`config.mk`:
```
export PLATFORM = sky130hd
export DESIGN_NAME = femtoCore
export DESIGN_NICKNAME = d
export VERILOG_FILES = /design/src/design/rvIsaPkg.sv /design/src/design/coreTypesPkg.sv /design/src/design/operandIf.sv /design/src/design/instrDecoder.sv /design/src/design/regFile.sv /design/src/design/aluBranch.sv /design/src/design/loadStoreUnit.sv /design/src/design/coreControl.sv /design/src/design/femtoCore.sv
export VERILOG_INCLUDE_DIRS = /design/src /design/src/include
export SDC_FILE = /design/constraint.sdc
export NUM_CORES = 2
export LEC_CHECK = 0
export ABC_AREA = 1
export BUFFER_PORTS_ARGS = -buffer_cell sky130_fd_sc_hd__buf_4
export CAP_MARGIN = 10
export CORE_UTILIZATION = 45
export DETAILED_ROUTE_END_ITERATION = 12
export SETUP_SLACK_MARGIN = 0.5
export SYNTH_ARGS = -nofsm -noshare
export SYNTH_HDL_FRONTEND = slang
export SYNTH_SLANG_ARGS = --single-unit
```
`constraint.sdc`:
```
create_clock -name clk -period 7.1 [get_ports clk]
set_input_delay 1.42 -clock clk [delete_from_list [all_inputs] [get_ports clk]]
set_output_delay 1.42 -clock clk [all_outputs]
set_load 0.02 [all_outputs]
```
`src/include/coreSettings.svh`:
```
/*
 * Core settings
 * Reset address, data width and register count of the RV32I core
 */
`ifndef CORE_SETTINGS_SVH
`define CORE_SETTINGS_SVH

// First fetch address after reset
`define CORE_RESET_ADDR 32'h0000_0000

`define CORE_XLEN  32  // Data and address width
`define CORE_NREGS 32  // x0 to x31

`endif

```
`src/design/rvIsaPkg.sv`:
```
/*
 * RV32I ISA types
 * Major opcode on bits 6:2 and the funct3 encodings for ALU,
 * branch and memory access width
 */
package rvIsaPkg;

   // Base opcodes kept by the core, bits 6:2 of the instruction
   typedef enum logic [4:0] {
      load   = 5'b00000,  // rd <- mem[rs1+I]
      opImm  = 5'b00100,  // rd <- rs1 OP I
      auipc  = 5'b00101,  // rd <- PC+U
      store  = 5'b01000,  // mem[rs1+S] <- rs2
      op     = 5'b01100,  // rd <- rs1 OP rs2
      lui    = 5'b01101,  // rd <- U
      branch = 5'b11000,
      jalr   = 5'b11001,
      jal    = 5'b11011
   } opcodeT;

   // ALU funct3, bit 30 splits add/sub and srl/sra
   typedef enum logic [2:0] {
      aluAdd = 3'd0, aluSll = 3'd1, aluSlt = 3'd2, aluSltu = 3'd3,
      aluXor = 3'd4, aluSr  = 3'd5, aluOr  = 3'd6, aluAnd  = 3'd7
   } aluFnT;

   // Branch funct3, codes 2 and 3 are not defined
   typedef enum logic [2:0] {
      brEq = 3'd0, brNe = 3'd1, brLt = 3'd4, brGe = 3'd5, brLtu = 3'd6, brGeu = 3'd7
   } branchFnT;

   // Access width from funct3[1:0], funct3[2] is the unsigned flag for loads
   typedef enum logic [1:0] {memByte = 2'd0, memHalf = 2'd1, memWord = 2'd2} memWidthT;

endpackage

```
`src/design/coreTypesPkg.sv`:
```
/*
 * Core micro-architecture types
 * Control FSM states, data word and register index
 */
`include "coreSettings.svh"

package coreTypesPkg;

   // Multicycle control, one instruction in flight
   typedef enum logic [1:0] {
      fetchInstr = 2'd0,  // Read strobe with PC
      waitInstr  = 2'd1,  // Wait for instruction word
      execute    = 2'd2,  // Write back, update PC, start load/store
      waitMem    = 2'd3   // Wait until both busy flags drop
   } coreStateT;

   // Data and address word
   typedef logic [`CORE_XLEN-1:0] wordT;

   // Register index
   typedef logic [$clog2(`CORE_NREGS)-1:0] regIdxT;

endpackage

```
`src/design/operandIf.sv`:
```
/*
 * Operand bundle
 * Decoded fields and register operands for the execution units
 */
`timescale 1ns/1ps

interface operandIf
   import coreTypesPkg::*, rvIsaPkg::*;
();
   wordT       rs1Val;  // Latched while the instruction is fetched
   wordT       rs2Val;
   wordT       imm;     // Single immediate, format picked by opcode
   logic [2:0] funct3;
   logic       altFn;   // Instruction bit 30
   opcodeT     opcode;
   regIdxT     rdIdx;
   regIdxT     rs1Idx;
   regIdxT     rs2Idx;

   modport decode (output imm, funct3, altFn, opcode, rdIdx, rs1Idx, rs2Idx);
   modport regs   (output rs1Val, rs2Val, input rdIdx, rs1Idx, rs2Idx);
   modport exec   (input rs1Val, rs2Val, imm, funct3, altFn, opcode);
   modport ctrl   (input opcode, imm);
endinterface

```
`src/design/instrDecoder.sv`:
```
/*
 * Instruction decoder
 * Splits the latched instruction into opcode class, register
 * indices and funct fields, and builds the one immediate it needs
 */
`timescale 1ns/1ps

module instrDecoder
   import coreTypesPkg::*, rvIsaPkg::*;
(
   input  wordT      instr,  // Latched instruction word
   operandIf.decode  ops
);
   wordT iImm;
   wordT sImm;
   wordT bImm;
   wordT uImm;
   wordT jImm;

   // Plain field extraction
   assign ops.rdIdx  = instr[11:7];
   assign ops.rs1Idx = instr[19:15];
   assign ops.rs2Idx = instr[24:20];
   assign ops.funct3 = instr[14:12];
   assign ops.altFn  = instr[30];    // SUB and SRA select
   assign ops.opcode = opcodeT'(instr[6:2]);

   // Immediate formats, all sign-extended from bit 31
   assign iImm = {{21{instr[31]}}, instr[30:20]};
   assign sImm = {{21{instr[31]}}, instr[30:25], instr[11:7]};
   assign bImm = {{20{instr[31]}}, instr[7], instr[30:25], instr[11:8], 1'b0};
   assign uImm = {instr[31:12], 12'b0};
   assign jImm = {{12{instr[31]}}, instr[19:12], instr[20], instr[30:21], 1'b0};

   // One immediate per class
   always_comb begin
      case (ops.opcode)
         store:      ops.imm = sImm;
         branch:     ops.imm = bImm;
         lui, auipc: ops.imm = uImm;
         jal:        ops.imm = jImm;
         default:    ops.imm = iImm;  // opImm, load, jalr
      endcase
   end

endmodule

```
`src/design/regFile.sv`:
```
/*
 * Register file
 * 32 words, two synchronous read ports latched on regRead, one write port
 */
`timescale 1ns/1ps
`include "coreSettings.svh"

module regFile
   import coreTypesPkg::*;
(
   input  logic   clk,
   input  logic   regRead,  // Latch operands of the incoming word
   input  regIdxT rs1Sel,
   input  regIdxT rs2Sel,
   input  logic   wbEn,
   input  wordT   wbData,
   operandIf.regs ops
);
   wordT regs [`CORE_NREGS];

   // Writes to x0 are dropped
   always_ff @(posedge clk) begin
      if (wbEn && (ops.rdIdx != '0)) begin
         regs[ops.rdIdx] <= wbData;
      end
   end

   // x0 forced to zero on the read side
   always_ff @(posedge clk) begin
      if (regRead) begin
         ops.rs1Val <= (rs1Sel == '0) ? '0 : regs[rs1Sel];
         ops.rs2Val <= (rs2Sel == '0) ? '0 : regs[rs2Sel];
      end
   end

   // Index routed from the fetched word must match the decoded one
   x0ReadsZero: assert property (@(posedge clk)
      regRead |=> ((ops.rs1Idx != '0) || (ops.rs1Val == '0)) &&
                  ((ops.rs2Idx != '0) || (ops.rs2Val == '0)))
      else $error("x0 operand read back nonzero");

endmodule

```
`src/design/aluBranch.sv`:
```
/*
 * ALU and branch predicate
 * One 33-bit subtractor for SUB, SLT(U) and compares,
 * one right shifter that also does left shifts by bit reversal
 */
`timescale 1ns/1ps

module aluBranch
   import coreTypesPkg::*, rvIsaPkg::*;
(
   operandIf.exec ops,
   output wordT   aluOut,
   output wordT   aluSum,     // Also the JALR target
   output logic   takeBranch
);
   wordT               in1;
   wordT               in2;
   logic [32:0]        diff;
   logic               lt;
   logic               ltu;
   logic               eq;
   logic               isLeft;
   logic signed [32:0] shIn;
   logic [32:0]        shFull;
   aluFnT              aluFn;
   branchFnT           brFn;

   function automatic wordT bitRev(input wordT w);
      wordT r;
      for (int i = 0; i < $bits(wordT); i++) begin
         r[i] = w[$bits(wordT)-1-i];
      end
      return r;
   endfunction

   assign aluFn = aluFnT'(ops.funct3);
   assign brFn  = branchFnT'(ops.funct3);

   assign in1 = ops.rs1Val;
   assign in2 = ((ops.opcode == op) || (ops.opcode == branch)) ? ops.rs2Val : ops.imm;

   assign aluSum = in1 + in2;
   assign diff   = {1'b0, in1} - {1'b0, in2};  // Bit 32 is the borrow
   assign ltu    = diff[32];
   assign lt     = (in1[31] ^ in2[31]) ? in1[31] : diff[32];  // Signs differ, rs1 sign decides
   assign eq     = (diff[31:0] == '0);

   // Sign bit only fed in for SRA/SRAI
   assign isLeft = (aluFn == aluSll);
   assign shIn   = {ops.altFn & in1[31], isLeft ? bitRev(in1) : in1};
   assign shFull = shIn >>> in2[4:0];

   always_comb begin
      case (aluFn)
         aluAdd:  aluOut = (ops.altFn && (ops.opcode == op)) ? diff[31:0] : aluSum;  // ADDI never subtracts
         aluSll:  aluOut = bitRev(shFull[31:0]);
         aluSlt:  aluOut = {31'b0, lt};
         aluSltu: aluOut = {31'b0, ltu};
         aluXor:  aluOut = in1 ^ in2;
         aluSr:   aluOut = shFull[31:0];
         aluOr:   aluOut = in1 | in2;
         aluAnd:  aluOut = in1 & in2;
      endcase
   end

   // Predicate only, gated by opcode in control
   always_comb begin
      case (brFn)
         brEq:    takeBranch = eq;
         brNe:    takeBranch = !eq;
         brLt:    takeBranch = lt;
         brGe:    takeBranch = !lt;
         brLtu:   takeBranch = ltu;
         brGeu:   takeBranch = !ltu;
         default: takeBranch = 1'b0;  // Undefined funct3
      endcase
   end

endmodule

```
`src/design/loadStoreUnit.sv`:
```
/*
 * Load/store unit
 * Address adder, load lane select with sign extension,
 * store lane replication and byte write mask
 */
`timescale 1ns/1ps

module loadStoreUnit
   import coreTypesPkg::*, rvIsaPkg::*;
(
   operandIf.exec     ops,
   input  wordT       memRdata,
   output wordT       lsAddr,
   output wordT       loadData,
   output wordT       storeData,
   output logic [3:0] storeMask  // Gated into memWmask by control
);
   memWidthT    width;
   logic [15:0] loadHalf;
   logic [7:0]  loadByte;
   logic        loadSign;

   assign width  = memWidthT'(ops.funct3[1:0]);
   assign lsAddr = ops.rs1Val + ops.imm;  // I for loads, S for stores

   // Lane select by low address bits
   assign loadHalf = lsAddr[1] ? memRdata[31:16] : memRdata[15:0];
   assign loadByte = lsAddr[0] ? loadHalf[15:8] : loadHalf[7:0];
   assign loadSign = !ops.funct3[2] & ((width == memByte) ? loadByte[7] : loadHalf[15]);  // LBU/LHU zero

   always_comb begin
      case (width)
         memByte: loadData = {{24{loadSign}}, loadByte};
         memHalf: loadData = {{16{loadSign}}, loadHalf};
         default: loadData = memRdata;
      endcase
   end

   // rs2 copied into every lane the access can land on
   assign storeData[7:0]   = ops.rs2Val[7:0];
   assign storeData[15:8]  = lsAddr[0] ? ops.rs2Val[7:0] : ops.rs2Val[15:8];
   assign storeData[23:16] = lsAddr[1] ? ops.rs2Val[7:0] : ops.rs2Val[23:16];
   assign storeData[31:24] = lsAddr[0] ? ops.rs2Val[7:0] :
                             lsAddr[1] ? ops.rs2Val[15:8] : ops.rs2Val[31:24];

   always_comb begin
      case (width)
         memByte: storeMask = 4'b0001 << lsAddr[1:0];  // One-hot byte
         memHalf: storeMask = lsAddr[1] ? 4'b1100 : 4'b0011;
         default: storeMask = 4'b1111;
      endcase
   end

endmodule

```
`src/design/coreControl.sv`:
```
/*
 * Core control
 * Multicycle FSM, program counter, instruction register,
 * next-PC select, write-back mux and memory strobes
 */
`timescale 1ns/1ps
`include "coreSettings.svh"

module coreControl
   import coreTypesPkg::*, rvIsaPkg::*;
(
   input  logic       clk,
   input  logic       reset,      // Active low
   input  wordT       memRdata,
   input  logic       memRbusy,
   input  logic       memWbusy,
   operandIf.ctrl     ops,
   input  wordT       aluOut,
   input  wordT       aluSum,
   input  wordT       lsAddr,
   input  wordT       loadData,
   input  logic [3:0] storeMask,
   input  logic       takeBranch,
   output wordT       instr,
   output regIdxT     rs1Sel,
   output regIdxT     rs2Sel,
   output logic       regRead,
   output logic       wbEn,
   output wordT       wbData,
   output wordT       memAddr,
   output logic       memRstrb,
   output logic [3:0] memWmask
);
   localparam wordT nopInstr = 32'h0000_0013;  // addi x0, x0, 0

   coreStateT state;
   wordT      pc;
   wordT      pcPlus4;    // Also the link address
   wordT      pcPlusImm;  // JAL, branch and AUIPC
   wordT      pcNext;
   logic      memIdle;

   assign pcPlus4   = pc + 32'd4;
   assign pcPlusImm = pc + ops.imm;
   assign memIdle   = !memRbusy && !memWbusy;

   always_comb begin
      case (ops.opcode)
         jal:     pcNext = pcPlusImm;
         branch:  pcNext = takeBranch ? pcPlusImm : pcPlus4;
         jalr:    pcNext = {aluSum[`CORE_XLEN-1:1], 1'b0};
         default: pcNext = pcPlus4;
      endcase
   end

   always_comb begin
      case (ops.opcode)
         lui:       wbData = ops.imm;
         auipc:     wbData = pcPlusImm;
         jal, jalr: wbData = pcPlus4;
         load:      wbData = loadData;
         default:   wbData = aluOut;
      endcase
   end

   // Loads write back in the last waitMem cycle, the rest in execute
   assign wbEn = ((state == execute) && (ops.opcode inside {op, opImm, lui, auipc, jal, jalr})) ||
                 ((state == waitMem) && (ops.opcode == load) && memIdle);

   // Operand indices straight from the word being fetched
   assign regRead = (state == waitInstr) && !memRbusy;
   assign rs1Sel  = memRdata[19:15];
   assign rs2Sel  = memRdata[24:20];

   assign memAddr  = ((state == fetchInstr) || (state == waitInstr)) ? pc : lsAddr;
   assign memRstrb = (state == fetchInstr) || ((state == execute) && (ops.opcode == load));
   assign memWmask = ((state == execute) && (ops.opcode == store)) ? storeMask : 4'b0000;

   always_ff @(posedge clk) begin
      if (!reset) begin
         state <= waitMem;  // Wait for memory idle before first fetch
         pc    <= `CORE_RESET_ADDR;
         instr <= nopInstr;
      end else begin
         case (state)
            fetchInstr: state <= waitInstr;
            waitInstr: begin
               if (!memRbusy) begin
                  instr <= memRdata;
                  state <= execute;
               end
            end
            execute: begin
               pc    <= pcNext;
               state <= ((ops.opcode == load) || (ops.opcode == store)) ? waitMem : fetchInstr;
            end
            waitMem: begin
               if (memIdle) state <= fetchInstr;
            end
         endcase
      end
   end

   // Accesses start only on an idle bus and never read and write at once
   rdWrExclusive: assert property (@(posedge clk) disable iff (!reset)
      (memRstrb || (memWmask != 4'b0000)) |->
         memIdle && !(memRstrb && (memWmask != 4'b0000)))
      else $error("Memory access started while busy or as read and write together");

   stateLegal: assert property (@(posedge clk) disable iff (!reset)
      !$isunknown(state) && (state inside {fetchInstr, waitInstr, execute, waitMem}))
      else $error("Control state illegal");

endmodule

```
`src/design/femtoCore.sv`:
```
/*
 * RV32I multicycle core, top level
 * Word-wide memory port with read strobe, write mask and busy flags
 */
`timescale 1ns/1ps

module femtoCore
   import coreTypesPkg::*;
(
   input  logic       clk,
   input  logic       reset,     // Synchronous, active low
   output wordT       memAddr,
   output wordT       memWdata,
   output logic [3:0] memWmask,  // Byte lanes, nonzero starts a write
   output logic       memRstrb,  // Starts a read
   input  wordT       memRdata,
   input  logic       memRbusy,
   input  logic       memWbusy
);
   wordT       instr;
   regIdxT     rs1Sel;
   regIdxT     rs2Sel;
   logic       regRead;
   logic       wbEn;
   wordT       wbData;
   wordT       aluOut;
   wordT       aluSum;
   logic       takeBranch;
   wordT       lsAddr;
   wordT       loadData;
   logic [3:0] storeMask;

   operandIf ops ();

   instrDecoder decoder (.instr(instr), .ops(ops.decode));

   regFile regs (
      .clk(clk), .regRead(regRead), .rs1Sel(rs1Sel), .rs2Sel(rs2Sel),
      .wbEn(wbEn), .wbData(wbData), .ops(ops.regs)
   );

   aluBranch alu (.ops(ops.exec), .aluOut(aluOut), .aluSum(aluSum), .takeBranch(takeBranch));

   // Store data goes straight to the bus
   loadStoreUnit lsu (
      .ops(ops.exec), .memRdata(memRdata), .lsAddr(lsAddr), .loadData(loadData),
      .storeData(memWdata), .storeMask(storeMask)
   );

   coreControl ctrl (
      .clk(clk), .reset(reset), .memRdata(memRdata), .memRbusy(memRbusy),
      .memWbusy(memWbusy), .ops(ops.ctrl), .aluOut(aluOut), .aluSum(aluSum),
      .lsAddr(lsAddr), .loadData(loadData), .storeMask(storeMask),
      .takeBranch(takeBranch), .instr(instr), .rs1Sel(rs1Sel), .rs2Sel(rs2Sel),
      .regRead(regRead), .wbEn(wbEn), .wbData(wbData), .memAddr(memAddr),
      .memRstrb(memRstrb), .memWmask(memWmask)
   );

endmodule

```
==> run summary <==
outcome - completed
Clock Pin Slew Worst Setup and Hold Paths - 0.06 ns
Non-Filler Instances - 10,300
CTS tree - built
top cell type by total area after synthesis - edfxtp_1
Synth warnings - 0
RSZ-0062 raised after global routing - false
vias per cell - 6.41
post-synthesis async set-or-reset flop share - 0%
period utilization - 90.2%
fin nets - 8,328
CP startpoint kind - register
slowest CP cell - dfxtp_4
post-synthesis sequential area ratio - 49.6%
Num Clock Sinks - 1,152
Power Total - 0.0210 W
CTS root buf - clkbuf_16
Reg2Reg Setup Slack - 0.92 ns
Worst IR Drop VDD - 0.000239 V
Yosys cell types - 63
Final Hold Fails - 0
total of max-cap violations - 0
reg2reg end - regs.regs[20][30]
Initial Util - 45.5%
Final min period - 6.41 ns
Critical Path RT - 5.68 ns
gr ovfl total - 0
Register-to-Register Path Depth - 36
initial antenna violation count - 8
Ports - 105
# setup viols final - 0
worst skew pair latency - 0.80 ns
core area - 150,000 µm²
design area - 77,400 µm²
fmax - 156 MHz
Post-synth EDFFs - 1,088
most frequent CP cell - buf_4
cells after synthesis - 8,116
global placement routability congestion - 1.06
Setup TNS - 0 ns
post-route ant nets - 0
Port-buffer cells - 104
worst reg2reg startpoint - ctrl.instr[5]
Area Overhead vs Synth - 13.0%
LEAKAGE - 29.0 nW
CP Capture Point - memAddr[26]
fin. max-slew vios - 0
CP endpoint kind - output pin
die area - 154,000 µm²
WP data arrival - 4.99 ns
Slew @ Worst Pin - 1.25 ns
PwrDens - 271 nW/µm²
DR vias - 65,700
slew margin rel. - 15.8%
main flop type after synthesis - edfxtp_1
die width - 392 µm
WL final - 325,000 µm
Final Skew - 0.0952 ns
leading post-synthesis cells by cell area - edfxtp_1 48%, o21ai_0 10%, nand2_1 7.4%
area fraction of the dominant cell type after synthesis - 47.7%
first-pass GRT wire length - 450,000 µm
hold crit path type - reg -> reg
max incr delay on CP - 0.39 ns
placed cell area - 73,100 µm²
DP Wirelength - 219,000 µm
share of post-route cells with drive strength above 1 - 9.60%
Global Route Usage Sum - 41.4%
origin of the worst setup path - ctrl.instr[5]
CTS H-Tree Depth - 3
vias in the first global route - 59,900
Yosys reg bits - 1,152
WL/cell - 31.7 µm
initial DRC count - 9,699
Clock Path Buffers - 3
WHS - 0.530 ns
Pre-Repair DR Iteration Count - 8
Site Rows - 142
dpl cells - 10,000
WS Path Type - reg -> out
largest net degree at the start of global routing - 192
Num CTS Buffers - 121
Antenna Cells - 0
DRC - 0
Post-Synthesis Cell Area - 68,500 µm²
Synth Area per Inst - 8.44 µm²
CP Max Fanout - 5
Chip Height - 392 µm
-- registers in the layout, summed over array words and instances, names as in the netlist --
| register | cells |
|---|---|
| regs.regs | 1024 |
| ctrl.pc | 32 |
| regs.ops.rs1Val | 32 |
| regs.ops.rs2Val | 32 |
| ctrl.instr | 30 |
| ctrl.state | 2 |
-- cells by family after synthesis --
kind of cell / after synthesis / synth area share (%)
AO/OA/AOI/OAI: 2914 / 24.0
XOR/XNOR: 87 / 1.11
adder cells (fa/ha/maj): 153 / 2.82
buffers and inverters: 1372 / 7.60
flip-flops: 1152 / 49.6
multiplexers: 24 / 0.351
other: 1 / 0.00548
AND/OR/NAND/NOR: 2413 / 14.5
-- report_power, final --
group / switching, W / total (W) / leakage, nW / internal (W)
clock: 0.00284 / 0.00657 / 1.97 / 0.00373
sequential: 0.000156 / 0.00856 / 10.4 / 0.00841
combinational: 0.00431 / 0.00586 / 16.6 / 0.00155
total: 0.00731 / 0.0210 / 29.0 / 0.0137
-- per-layer routing --
metal	track usage, %	vias up	part of all wire (%)
met2	62.0	4490	43
li1	-	28800	-
met5	0	-	0.022
met4	26.0	8	7.3
met3	7.85	875	11
met1	55.0	31600	38
-- placed cells by master (no fill, tap or decap), types with 58 or more instances in the layout --
cell type  instances
o21ai_0         1408
nand2_1         1351
edfxtp_1        1088
inv_1            773
a21oi_1          742
nor2_1           491
buf_4            390
nand3_1          359
o211ai_1         304
ha_1             150
clkbuf_16        122
o22ai_1           97
xor2_1            79
dfxtp_1           59
a211oi_1          58
-- area by class of cell --
class | count | area (µm²)
Multi-Input combinational cell | 5623 | 30000
Clock buffer | 137 | 3110
Inverter | 805 | 3040
Tap cell | 2016 | 2520
Timing Repair Buffer | 436 | 3820
Clock inverter | 85 | 921
Sequential cell | 1152 | 34000
Fill cell | 14200 | 73100
-- worst min-delay path by stage --
| stage | slack (ns) | cells after the start | to | start |
|---|---|---|---|---|
| 6_report | 0.53 | 2 | ctrl.instr[25] | ctrl.instr[25] |
| 5_1_grt | 0.55 | 2 | ctrl.pc[3] | ctrl.pc[3] |
| 4_1_cts | 0.52 | 2 | ctrl.instr[25] | ctrl.instr[25] |
| 3_5_place_dp | 0.50 | 2 | ctrl.instr[2] | ctrl.instr[2] |
| 3_3_place_gp | 0.51 | 2 | ctrl.instr[2] | ctrl.instr[2] |
| 2_1_floorplan | 0.44 | 2 | ctrl.instr[25] | ctrl.instr[25] |
-- synth_stat cells (11+ instances only) --
cell and n:
a41oi_1 32, o211ai_1 304, mux2i_1 24, o21a_1 13, a221oi_1 16, nand4_1 32
nand2_2 19, a311oi_1 39, nor3_1 47, nor4_1 16, buf_4 11, ha_1 151
nand2_1 1355, a211oi_1 58, o22ai_1 98, o2111ai_1 19, a31oi_1 51, edfxtp_1 1088
o221ai_1 22, inv_2 16, a21oi_1 752, xor2_1 79, or2_2 19, clkbuf_1 497
nor2_1 531, inv_1 779, o21bai_1 18, dfxtp_1 64, buf_1 56, o21ai_0 1425
a2111oi_0 11, nand3_1 362
-- worst max-delay path: cells and delay by family (launching register included) --
family                   cells  cell delay (ns)
buffers and inverters       10             1.15
adder cells (fa/ha/maj)      1             0.32
flip-flops                   1             0.39
AO/OA/AOI/OAI               10             1.22
AND/OR/NAND/NOR              9             1.19
-- per-stage QoR --
step                      util (%)  setup WS (ns)
after CTS                     51.3          0.504
after global routing          51.4          0.470
after global placement        48.6          0.876
after detailed placement      48.6          0.777
final                         51.4          0.693
after floorplan                  -           1.23
-- what timing repair did --
item,4_1_cts,5_1_grt
gates resized for setup,19,35
endpoints found under the setup margin,14,13
hold endpoints to repair,0,0
buffers inserted,2,7
pin swaps,1,17
hold buffers,0,0
(Power assumes the default switching activity.)
